**src/verilog/vga_pkg.sv**
```systemverilog
package vga_pkg;

    // Screen coordinate as produced by the timing generator.
    typedef logic [10:0] coord_t;

    // 4 bits per channel, red in the top nibble.
    typedef logic [11:0] rgb_t;

    // Cursor coordinate from the mouse controller.
    typedef logic [11:0] mouse_pos_t;

    // One pixel of the VGA stream.
    typedef struct packed {
        coord_t hcount;
        coord_t vcount;
        logic   hsync;
        logic   vsync;
        logic   hblnk;
        logic   vblnk;
        rgb_t   rgb;
    } vga_sig_t;

    localparam rgb_t RGB_BLACK = 12'h000;

endpackage
```
**src/verilog/board_pkg.sv**
```systemverilog
package board_pkg;

    import vga_pkg::*;

    // Board geometry.
    localparam int NUM_CARDS   = 9;
    localparam int GRID_COLS   = 3;
    localparam int GRID_ROWS   = NUM_CARDS / GRID_COLS;
    localparam int TILE_SIZE   = 64;
    localparam int GLYPH_SCALE = 8;
    localparam int GLYPH_DIM   = TILE_SIZE / GLYPH_SCALE;
    localparam int FRAME_WIDTH = 2;

    typedef logic [3:0] card_idx_t;
    typedef logic [5:0] tile_pos_t;
    typedef logic [63:0] glyph_t;

    // Where a pixel or the cursor lies on the board.
    typedef struct packed {
        logic      hit;
        card_idx_t card;
        tile_pos_t tile_x;
        tile_pos_t tile_y;
    } card_loc_t;

    // One-hot game state from the game FSM.
    typedef logic [5:0] game_state_t;

    // States in which the board is drawn.
    localparam game_state_t STATE_PICK  = 6'b000010;
    localparam game_state_t STATE_PLAY  = 6'b010000;
    localparam game_state_t STATE_GUESS = 6'b100000;

    // Top row in the upper byte, leftmost pixel in the MSB of each row.
    localparam glyph_t CARD_GLYPH [NUM_CARDS] = '{
        64'h3C42_A581_A599_423C,
        64'h7E81_A581_BD81_423C,
        64'h3C7E_A581_99A5_423C,
        64'hFF81_A581_81BD_423C,
        64'h3C42_81A5_81BD_5A3C,
        64'h183C_66DB_FF7E_243C,
        64'h3C5A_A581_A599_663C,
        64'h7E42_A5A5_8199_427E,
        64'h3C42_A581_81FF_423C
    };

    localparam rgb_t CARD_RGB [NUM_CARDS] = '{
        12'hA00,
        12'h0A0,
        12'h00A,
        12'hA60,
        12'h60A,
        12'h0AA,
        12'h840,
        12'h444,
        12'hA06
    };

    localparam rgb_t FACE_BG_RGB   = 12'hFFF;
    localparam rgb_t BACK_RGB      = 12'h228;
    localparam rgb_t HIGHLIGHT_RGB = 12'hFF0;

endpackage

```
**src/verilog/top_draw_board.sv**
```systemverilog
`timescale 1ns/1ps

module top_draw_board
    import vga_pkg::*;
    import board_pkg::*;
#(
    parameter int GRID_X0 = 64,
    parameter int GRID_Y0 = 48
) (
    input  logic        clk,
    input  logic        rst,
    input  vga_sig_t    vga_in,
    input  logic        mouse_left,
    input  logic        mouse_right,
    input  mouse_pos_t  xpos,
    input  mouse_pos_t  ypos,
    input  game_state_t game_state,
    output vga_sig_t    vga_out
);

    vga_sig_t  vga_d2;
    card_loc_t loc_d1;
    card_loc_t loc_d2;
    logic      flip_pulse;
    card_idx_t click_card;
    card_idx_t your_card;
    logic      your_valid;
    rgb_t      tile_rgb [NUM_CARDS];
    logic      tile_hit [NUM_CARDS];

    board_locator #(
        .GRID_X0(GRID_X0),
        .GRID_Y0(GRID_Y0)
    ) u_board_locator (
        .clk,
        .rst,
        .vga_in,
        .mouse_left,
        .mouse_right,
        .xpos,
        .ypos,
        .vga_d1(),
        .vga_d2,
        .loc_d1,
        .loc_d2,
        .flip_pulse,
        .pick_pulse(),
        .click_card,
        .your_card,
        .your_valid
    );

    // One tile per card.
    for (genvar i = 0; i < NUM_CARDS; i++) begin : g_card
        card_tile #(
            .CARD_ID(card_idx_t'(i))
        ) u_card_tile (
            .clk,
            .rst,
            .loc_d1,
            .flip_pulse,
            .click_card,
            .tile_rgb(tile_rgb[i]),
            .tile_hit(tile_hit[i])
        );
    end

    board_mixer u_board_mixer (
        .clk,
        .rst,
        .vga_d2,
        .loc_d2,
        .tile_rgb,
        .tile_hit,
        .your_card,
        .your_valid,
        .game_state,
        .vga_out
    );

endmodule

```
**src/verilog/board_mixer.sv**
```systemverilog
`timescale 1ns/1ps

module board_mixer
    import vga_pkg::*;
    import board_pkg::*;
(
    input  logic        clk,
    input  logic        rst,
    input  vga_sig_t    vga_d2,
    input  card_loc_t   loc_d2,
    input  rgb_t        tile_rgb [NUM_CARDS],
    input  logic        tile_hit [NUM_CARDS],
    input  card_idx_t   your_card,
    input  logic        your_valid,
    input  game_state_t game_state,
    output vga_sig_t    vga_out
);

    localparam tile_pos_t FRAME_LO = tile_pos_t'(FRAME_WIDTH);
    localparam tile_pos_t FRAME_HI = tile_pos_t'(TILE_SIZE - FRAME_WIDTH);

    rgb_t     board_rgb;
    logic     any_hit;
    logic     board_state;
    logic     on_frame;
    logic     draw_board;
    vga_sig_t vga_nxt;

    always_comb begin
        board_rgb = RGB_BLACK;
        any_hit   = 1'b0;
        for (int i = 0; i < NUM_CARDS; i++) begin
            if (tile_hit[i]) begin
                board_rgb = board_rgb | tile_rgb[i];
                any_hit   = 1'b1;
            end
        end
    end

    always_comb begin
        board_state = (game_state == STATE_PICK) || (game_state == STATE_PLAY) ||
                      (game_state == STATE_GUESS);
        // Highlight band along the edge of the player's card.
        on_frame = your_valid && loc_d2.hit && (loc_d2.card == your_card) &&
                   ((loc_d2.tile_x < FRAME_LO) || (loc_d2.tile_x >= FRAME_HI) ||
                    (loc_d2.tile_y < FRAME_LO) || (loc_d2.tile_y >= FRAME_HI));
        draw_board = board_state && any_hit && !vga_d2.hblnk && !vga_d2.vblnk;
    end

    always_comb begin
        vga_nxt = vga_d2;
        if (draw_board) begin
            vga_nxt.rgb = on_frame ? HIGHLIGHT_RGB : board_rgb;
        end
    end

    always_ff @(posedge clk) begin
        if (rst) begin
            vga_out <= '0;
        end else begin
            vga_out <= vga_nxt;
        end
    end

endmodule

```
**src/verilog/card_tile.sv**
```systemverilog
`timescale 1ns/1ps

module card_tile
    import vga_pkg::*;
    import board_pkg::*;
#(
    parameter card_idx_t CARD_ID = '0
) (
    input  logic      clk,
    input  logic      rst,
    input  card_loc_t loc_d1,
    input  logic      flip_pulse,
    input  card_idx_t click_card,
    output rgb_t      tile_rgb,
    output logic      tile_hit
);

    localparam glyph_t GLYPH = CARD_GLYPH[CARD_ID];

    logic       flipped;
    logic [2:0] glyph_x;
    logic [2:0] glyph_y;
    logic       glyph_bit;
    rgb_t       pix_rgb;

    always_ff @(posedge clk) begin
        if (rst) begin
            flipped <= 1'b0;
        end else if (flip_pulse && (click_card == CARD_ID)) begin
            flipped <= !flipped;
        end
    end

    always_comb begin
        glyph_x   = 3'(loc_d1.tile_x / GLYPH_SCALE);
        glyph_y   = 3'(loc_d1.tile_y / GLYPH_SCALE);
        // Row 0 sits in the top byte.
        glyph_bit = GLYPH[6'd63 - {glyph_y, glyph_x}];
        if (flipped) begin
            pix_rgb = BACK_RGB;
        end else if (glyph_bit) begin
            pix_rgb = CARD_RGB[CARD_ID];
        end else begin
            pix_rgb = FACE_BG_RGB;
        end
    end

    always_ff @(posedge clk) begin
        tile_rgb <= pix_rgb;
    end

    always_ff @(posedge clk) begin
        if (rst) begin
            tile_hit <= 1'b0;
        end else begin
            tile_hit <= loc_d1.hit && (loc_d1.card == CARD_ID);
        end
    end

endmodule

```
**src/verilog/board_locator.sv**
```systemverilog
`timescale 1ns/1ps

module board_locator
    import vga_pkg::*;
    import board_pkg::*;
#(
    parameter int GRID_X0 = 0,
    parameter int GRID_Y0 = 0
) (
    input  logic       clk,
    input  logic       rst,
    input  vga_sig_t   vga_in,
    input  logic       mouse_left,
    input  logic       mouse_right,
    input  mouse_pos_t xpos,
    input  mouse_pos_t ypos,
    output vga_sig_t   vga_d1,
    output vga_sig_t   vga_d2,
    output card_loc_t  loc_d1,
    output card_loc_t  loc_d2,
    output logic       flip_pulse,
    output logic       pick_pulse,
    output card_idx_t  click_card,
    output card_idx_t  your_card,
    output logic       your_valid
);

    localparam mouse_pos_t X0      = mouse_pos_t'(GRID_X0);
    localparam mouse_pos_t Y0      = mouse_pos_t'(GRID_Y0);
    localparam mouse_pos_t BOARD_W = mouse_pos_t'(GRID_COLS * TILE_SIZE);
    localparam mouse_pos_t BOARD_H = mouse_pos_t'(GRID_ROWS * TILE_SIZE);

    card_loc_t pix_loc;
    card_loc_t cur_loc;
    logic      left_prev;
    logic      right_prev;
    logic      left_rise;
    logic      right_rise;

    // Same mapping for the pixel and the cursor.
    function automatic card_loc_t map_loc(input mouse_pos_t x, input mouse_pos_t y);
        mouse_pos_t rel_x;
        mouse_pos_t rel_y;
        card_idx_t  col;
        card_idx_t  row;
        card_loc_t  loc;
        rel_x      = x - X0;
        rel_y      = y - Y0;
        col        = card_idx_t'(rel_x / TILE_SIZE);
        row        = card_idx_t'(rel_y / TILE_SIZE);
        loc.hit    = (x >= X0) && (x < X0 + BOARD_W) && (y >= Y0) && (y < Y0 + BOARD_H);
        loc.card   = card_idx_t'(row * GRID_COLS) + col;
        loc.tile_x = tile_pos_t'(rel_x % TILE_SIZE);
        loc.tile_y = tile_pos_t'(rel_y % TILE_SIZE);
        return loc;
    endfunction

    always_comb begin
        pix_loc    = map_loc(mouse_pos_t'(vga_in.hcount), mouse_pos_t'(vga_in.vcount));
        cur_loc    = map_loc(xpos, ypos);
        left_rise  = mouse_left && !left_prev;
        right_rise = mouse_right && !right_prev;
    end

    // Two-stage delay of the stream and its location.
    always_ff @(posedge clk) begin
        if (rst) begin
            vga_d1 <= '0;
            vga_d2 <= '0;
            loc_d1 <= '0;
            loc_d2 <= '0;
        end else begin
            vga_d1 <= vga_in;
            vga_d2 <= vga_d1;
            loc_d1 <= pix_loc;
            loc_d2 <= loc_d1;
        end
    end

    // Click pulses carry the card under the cursor at the edge.
    always_ff @(posedge clk) begin
        if (rst) begin
            left_prev  <= 1'b0;
            right_prev <= 1'b0;
            flip_pulse <= 1'b0;
            pick_pulse <= 1'b0;
            click_card <= '0;
        end else begin
            left_prev  <= mouse_left;
            right_prev <= mouse_right;
            flip_pulse <= left_rise && cur_loc.hit;
            pick_pulse <= right_rise && cur_loc.hit;
            click_card <= cur_loc.card;
        end
    end

    // Player's own card.
    always_ff @(posedge clk) begin
        if (rst) begin
            your_card  <= '0;
            your_valid <= 1'b0;
        end else if (pick_pulse) begin
            your_card  <= click_card;
            your_valid <= 1'b1;
        end
    end

endmodule

```
**config.mk**
```make
export PLATFORM = sky130hd
export DESIGN_NAME = top_draw_board
export DESIGN_NICKNAME = d
export VERILOG_FILES = /design/src/verilog/vga_pkg.sv /design/src/verilog/board_pkg.sv /design/src/verilog/top_draw_board.sv /design/src/verilog/board_mixer.sv /design/src/verilog/card_tile.sv /design/src/verilog/board_locator.sv
export SDC_FILE = /design/constraint.sdc
export NUM_CORES = 1
export LEC_CHECK = 0
export ABC_AREA = 1
export BUFFER_PORTS_ARGS = -buffer_cell sky130_fd_sc_hd__buf_2
export CORE_ASPECT_RATIO = 1.1
export CORE_MARGIN = 2
export CORE_UTILIZATION = 40
export CTS_BUF_LIST = sky130_fd_sc_hd__clkbuf_8
export CTS_CLUSTER_DIAMETER = 30
export DETAILED_ROUTE_END_ITERATION = 7
export PLACE_DENSITY = 0.61
export SYNTH_ARGS = -nofsm -noshare
export SYNTH_HDL_FRONTEND = slang
export SYNTH_HIERARCHICAL = 1
export SYNTH_SLANG_ARGS = --single-unit
export TNS_END_PERCENT = 1
```
**constraint.sdc**
```tcl
create_clock -name clk -period 2.98 [get_ports clk]
set_clock_uncertainty 0.1 [all_clocks]
set_input_delay 0.447 -clock clk [delete_from_list [all_inputs] [get_ports clk]]
set_output_delay 0.447 -clock clk [all_outputs]
set_load 0.005 [all_outputs]
```
==> summary.md <==
| Metric | Value |
|---|---|
| Hold WS | 0.0862 ns |
| Nets | 1577 |
| Fmax | 386 MHz |
| R2R depth | 8 |
| Die Wd | 152 um |
| Crit start category | input port |
| Total grt overflow | 0 |
| Reg2reg setup slack | 1.03 ns |
| Worst EP required | 3.23 ns |
| Worst slack, placed | -0.0627 ns |
| Cell Rows | 59 |
| Worst reg2reg path startpoint | u_board_locator/vga_d1[30] |
| HPWL Detailed | 14400 um |
| Slew Viols, Final | 0 |
| Placed cells | 1752 |
| CTS max path bufs | 2 |
| Hold Path Depth | 3 |
| Worst-Skew Late Latency | 0.45 ns |
| Post-route setup TNS | 0 ns |
| Num ports | 110 |
| Final setup violation count | 0 |
| Min setup slack post-route | 0.386 ns |
| Max-Cap Viols | 0 |
| Ys Warns | 6 |
| Pwr Density | 486 nW/um^2 |
| Largest net degree at the start of global routing | 70 |
| Via count | 7821 |
| Starting density of the core | 40.9% |
| Tmin final | 2.59 ns |
| CTS resizes | 0 |
| Gate Count Post-Synth | 1435 |
| End of the worst register-to-register path | g_card[6].u_card_tile/tile_rgb[10] |
| Vias in the first global route | 7224 |
| First-pass GRT wire length | 33300 um |
| Post-layout power | 5.03 mW |
| Global placement routability congestion | 0.842 |
| Drt pass-1 iters | 5 |
| Worst VDD drop | 311 uV |
| Layout Cells excl Fill | 1783 |
| Antenna violations before repair | 1 |
| Inserted Clock Buffers | 17 |
| Via-per-instance ratio | 4.39 |
| Clk root buf | clkbuf_8 |
| Setup Crit Path Kind | in2reg |
| Hold Path End | u_board_locator/vga_d1[15] |
| Drt wl/cell | 10.9 um |
| Layout cell share with drive strength beyond 1 | 14.5% |
| Area Growth Syn to Fin | 6.76% |
| Port Buffer Count | 105 |
| Diode count | 0 |
| Slew headroom | 48.2% |
| TritonCTS clock tree | yes |
| Worst-path clk slew | 0.10 ns |
| Tcrit/Tclk final | 87.0% |
| ANT nets after route | 0 |
| HP Class | in2reg |
| Die area | 25500 um^2 |
| Status | finished, final reports clean |
| Hold-fix buffers at CTS | 0 |
| Remaining DRCs | 0 |
| Wirelength, routed | 19400 um |
| CTS Sinks | 186 |
| Lkg Pwr | 5.28 nW |
| Setup bufs post-CTS | 0 |
| Drt initial violations | 538 |
| H-tree levels | 4 |
| DIE HEIGHT | 167 um |
| Gr usage total | 15.6% |
| CP Max Fanout | 2 |
| Crit end category | flip-flop |
| Core Region | 23700 um^2 |
| Slew @ Worst Pin | 0.776 ns |
| Synthesized area per cell | 6.75 um^2 |
| RSZ-0062 raised after global routing | no |
| Final hold viol count | 0 |
| Hold_sp | vga_in[15] |
| Mapped cell area | 9690 um^2 |
| WP data arrival | 2.84 ns |
per-stage QoR:
step | area (um^2) | util (%)
floorplan | 9700 | -
global placement | 9960 | 42.0
CTS | 10300 | 43.7
global route | 10300 | 43.7
detailed placement | 9960 | 42.0
finish | 10300 | 43.7
critical path, cell delays in order:
cell and delay, ns:
buf_2 0.11, ha_1 0.20, inv_1 0.07, nor2_1 0.05
nor2_1 0.14, inv_1 0.08, fa_1 0.46, inv_1 0.07
ha_1 0.15, inv_1 0.05, fa_1 0.38, inv_1 0.06
nand2_1 0.06, nand3_1 0.11, nand2_1 0.06, o21ai_1 0.08
nand2_1 0.09, nor2_1 0.13, nor2_2 0.05
power breakdown:
group	switching, mW	leakage [nW]	internal (mW)
logic	0.401	3.56	0.259
registers	0.136	1.53	2.62
clock network	0.930	0.195	0.690
total	1.47	5.28	3.56
metal layers:
metal,global-route usage (%),wire [um],share of wire (%),vias up
met5,0,0,0,-
li1,-,-,-,4276
met1,20.0,9320,48,3405
met4,5.48,402,2.1,0
met3,2.56,552,2.9,24
met2,26.5,9090,47,116
worst max path at each step:
| stage | slack (ns) | from | depth (start not counted) | endpoint |
|---|---|---|---|---|
| after CTS | 0.42 | vga_in[20] | 19 | u_board_locator/loc_d1[15] |
| after global routing | 0.19 | vga_in[20] | 19 | u_board_locator/loc_d1[15] |
| final | 0.39 | vga_in[20] | 19 | u_board_locator/loc_d1[15] |
| after detailed placement | -0.06 | vga_in[20] | 19 | u_board_locator/loc_d1[15] |
| after global placement | -0.01 | vga_in[20] | 19 | u_board_locator/loc_d1[15] |
| after floorplan | 0.18 | vga_in[20] | 18 | u_board_locator/loc_d1[15] |
cell type report:
| class | instances | area [um^2] |
|---|---|---|
| multi-input combinational | 889 | 4240 |
| tap | 305 | 382 |
| inverter | 249 | 942 |
| clock buffer | 17 | 234 |
| fill | 2437 | 13300 |
| clock inverter | 14 | 153 |
| sequential | 186 | 3720 |
| timing repair buffer | 123 | 676 |
cell usage in the layout (no fill, tap or decap), types with 18 or more instances in the layout:
master	instances
buf_2	104
nand3_1	123
dfxtp_1	186
ha_1	35
nor3_1	20
buf_4	18
nor2_1	227
nand2_1	353
a21oi_1	23
inv_1	232
sequential cells by signal (all words and copies together), names as in the netlist:
register,flops
u_board_locator/click_card,4
u_board_locator/your_card,4
u_board_locator/left_prev,1
u_board_locator/vga_d2,38
u_board_locator/right_prev,1
u_board_locator/your_valid,1
u_board_locator/flip_pulse,1
g_card.u_card_tile/flipped,9
u_board_locator/pick_pulse,1
u_board_locator/loc_d2,7
u_board_locator/vga_d1,38
u_board_mixer/vga_out,38
u_board_locator/loc_d1,7
g_card.u_card_tile/tile_rgb,27
g_card.u_card_tile/tile_hit,9
Power figures use the tool's default switching activity.
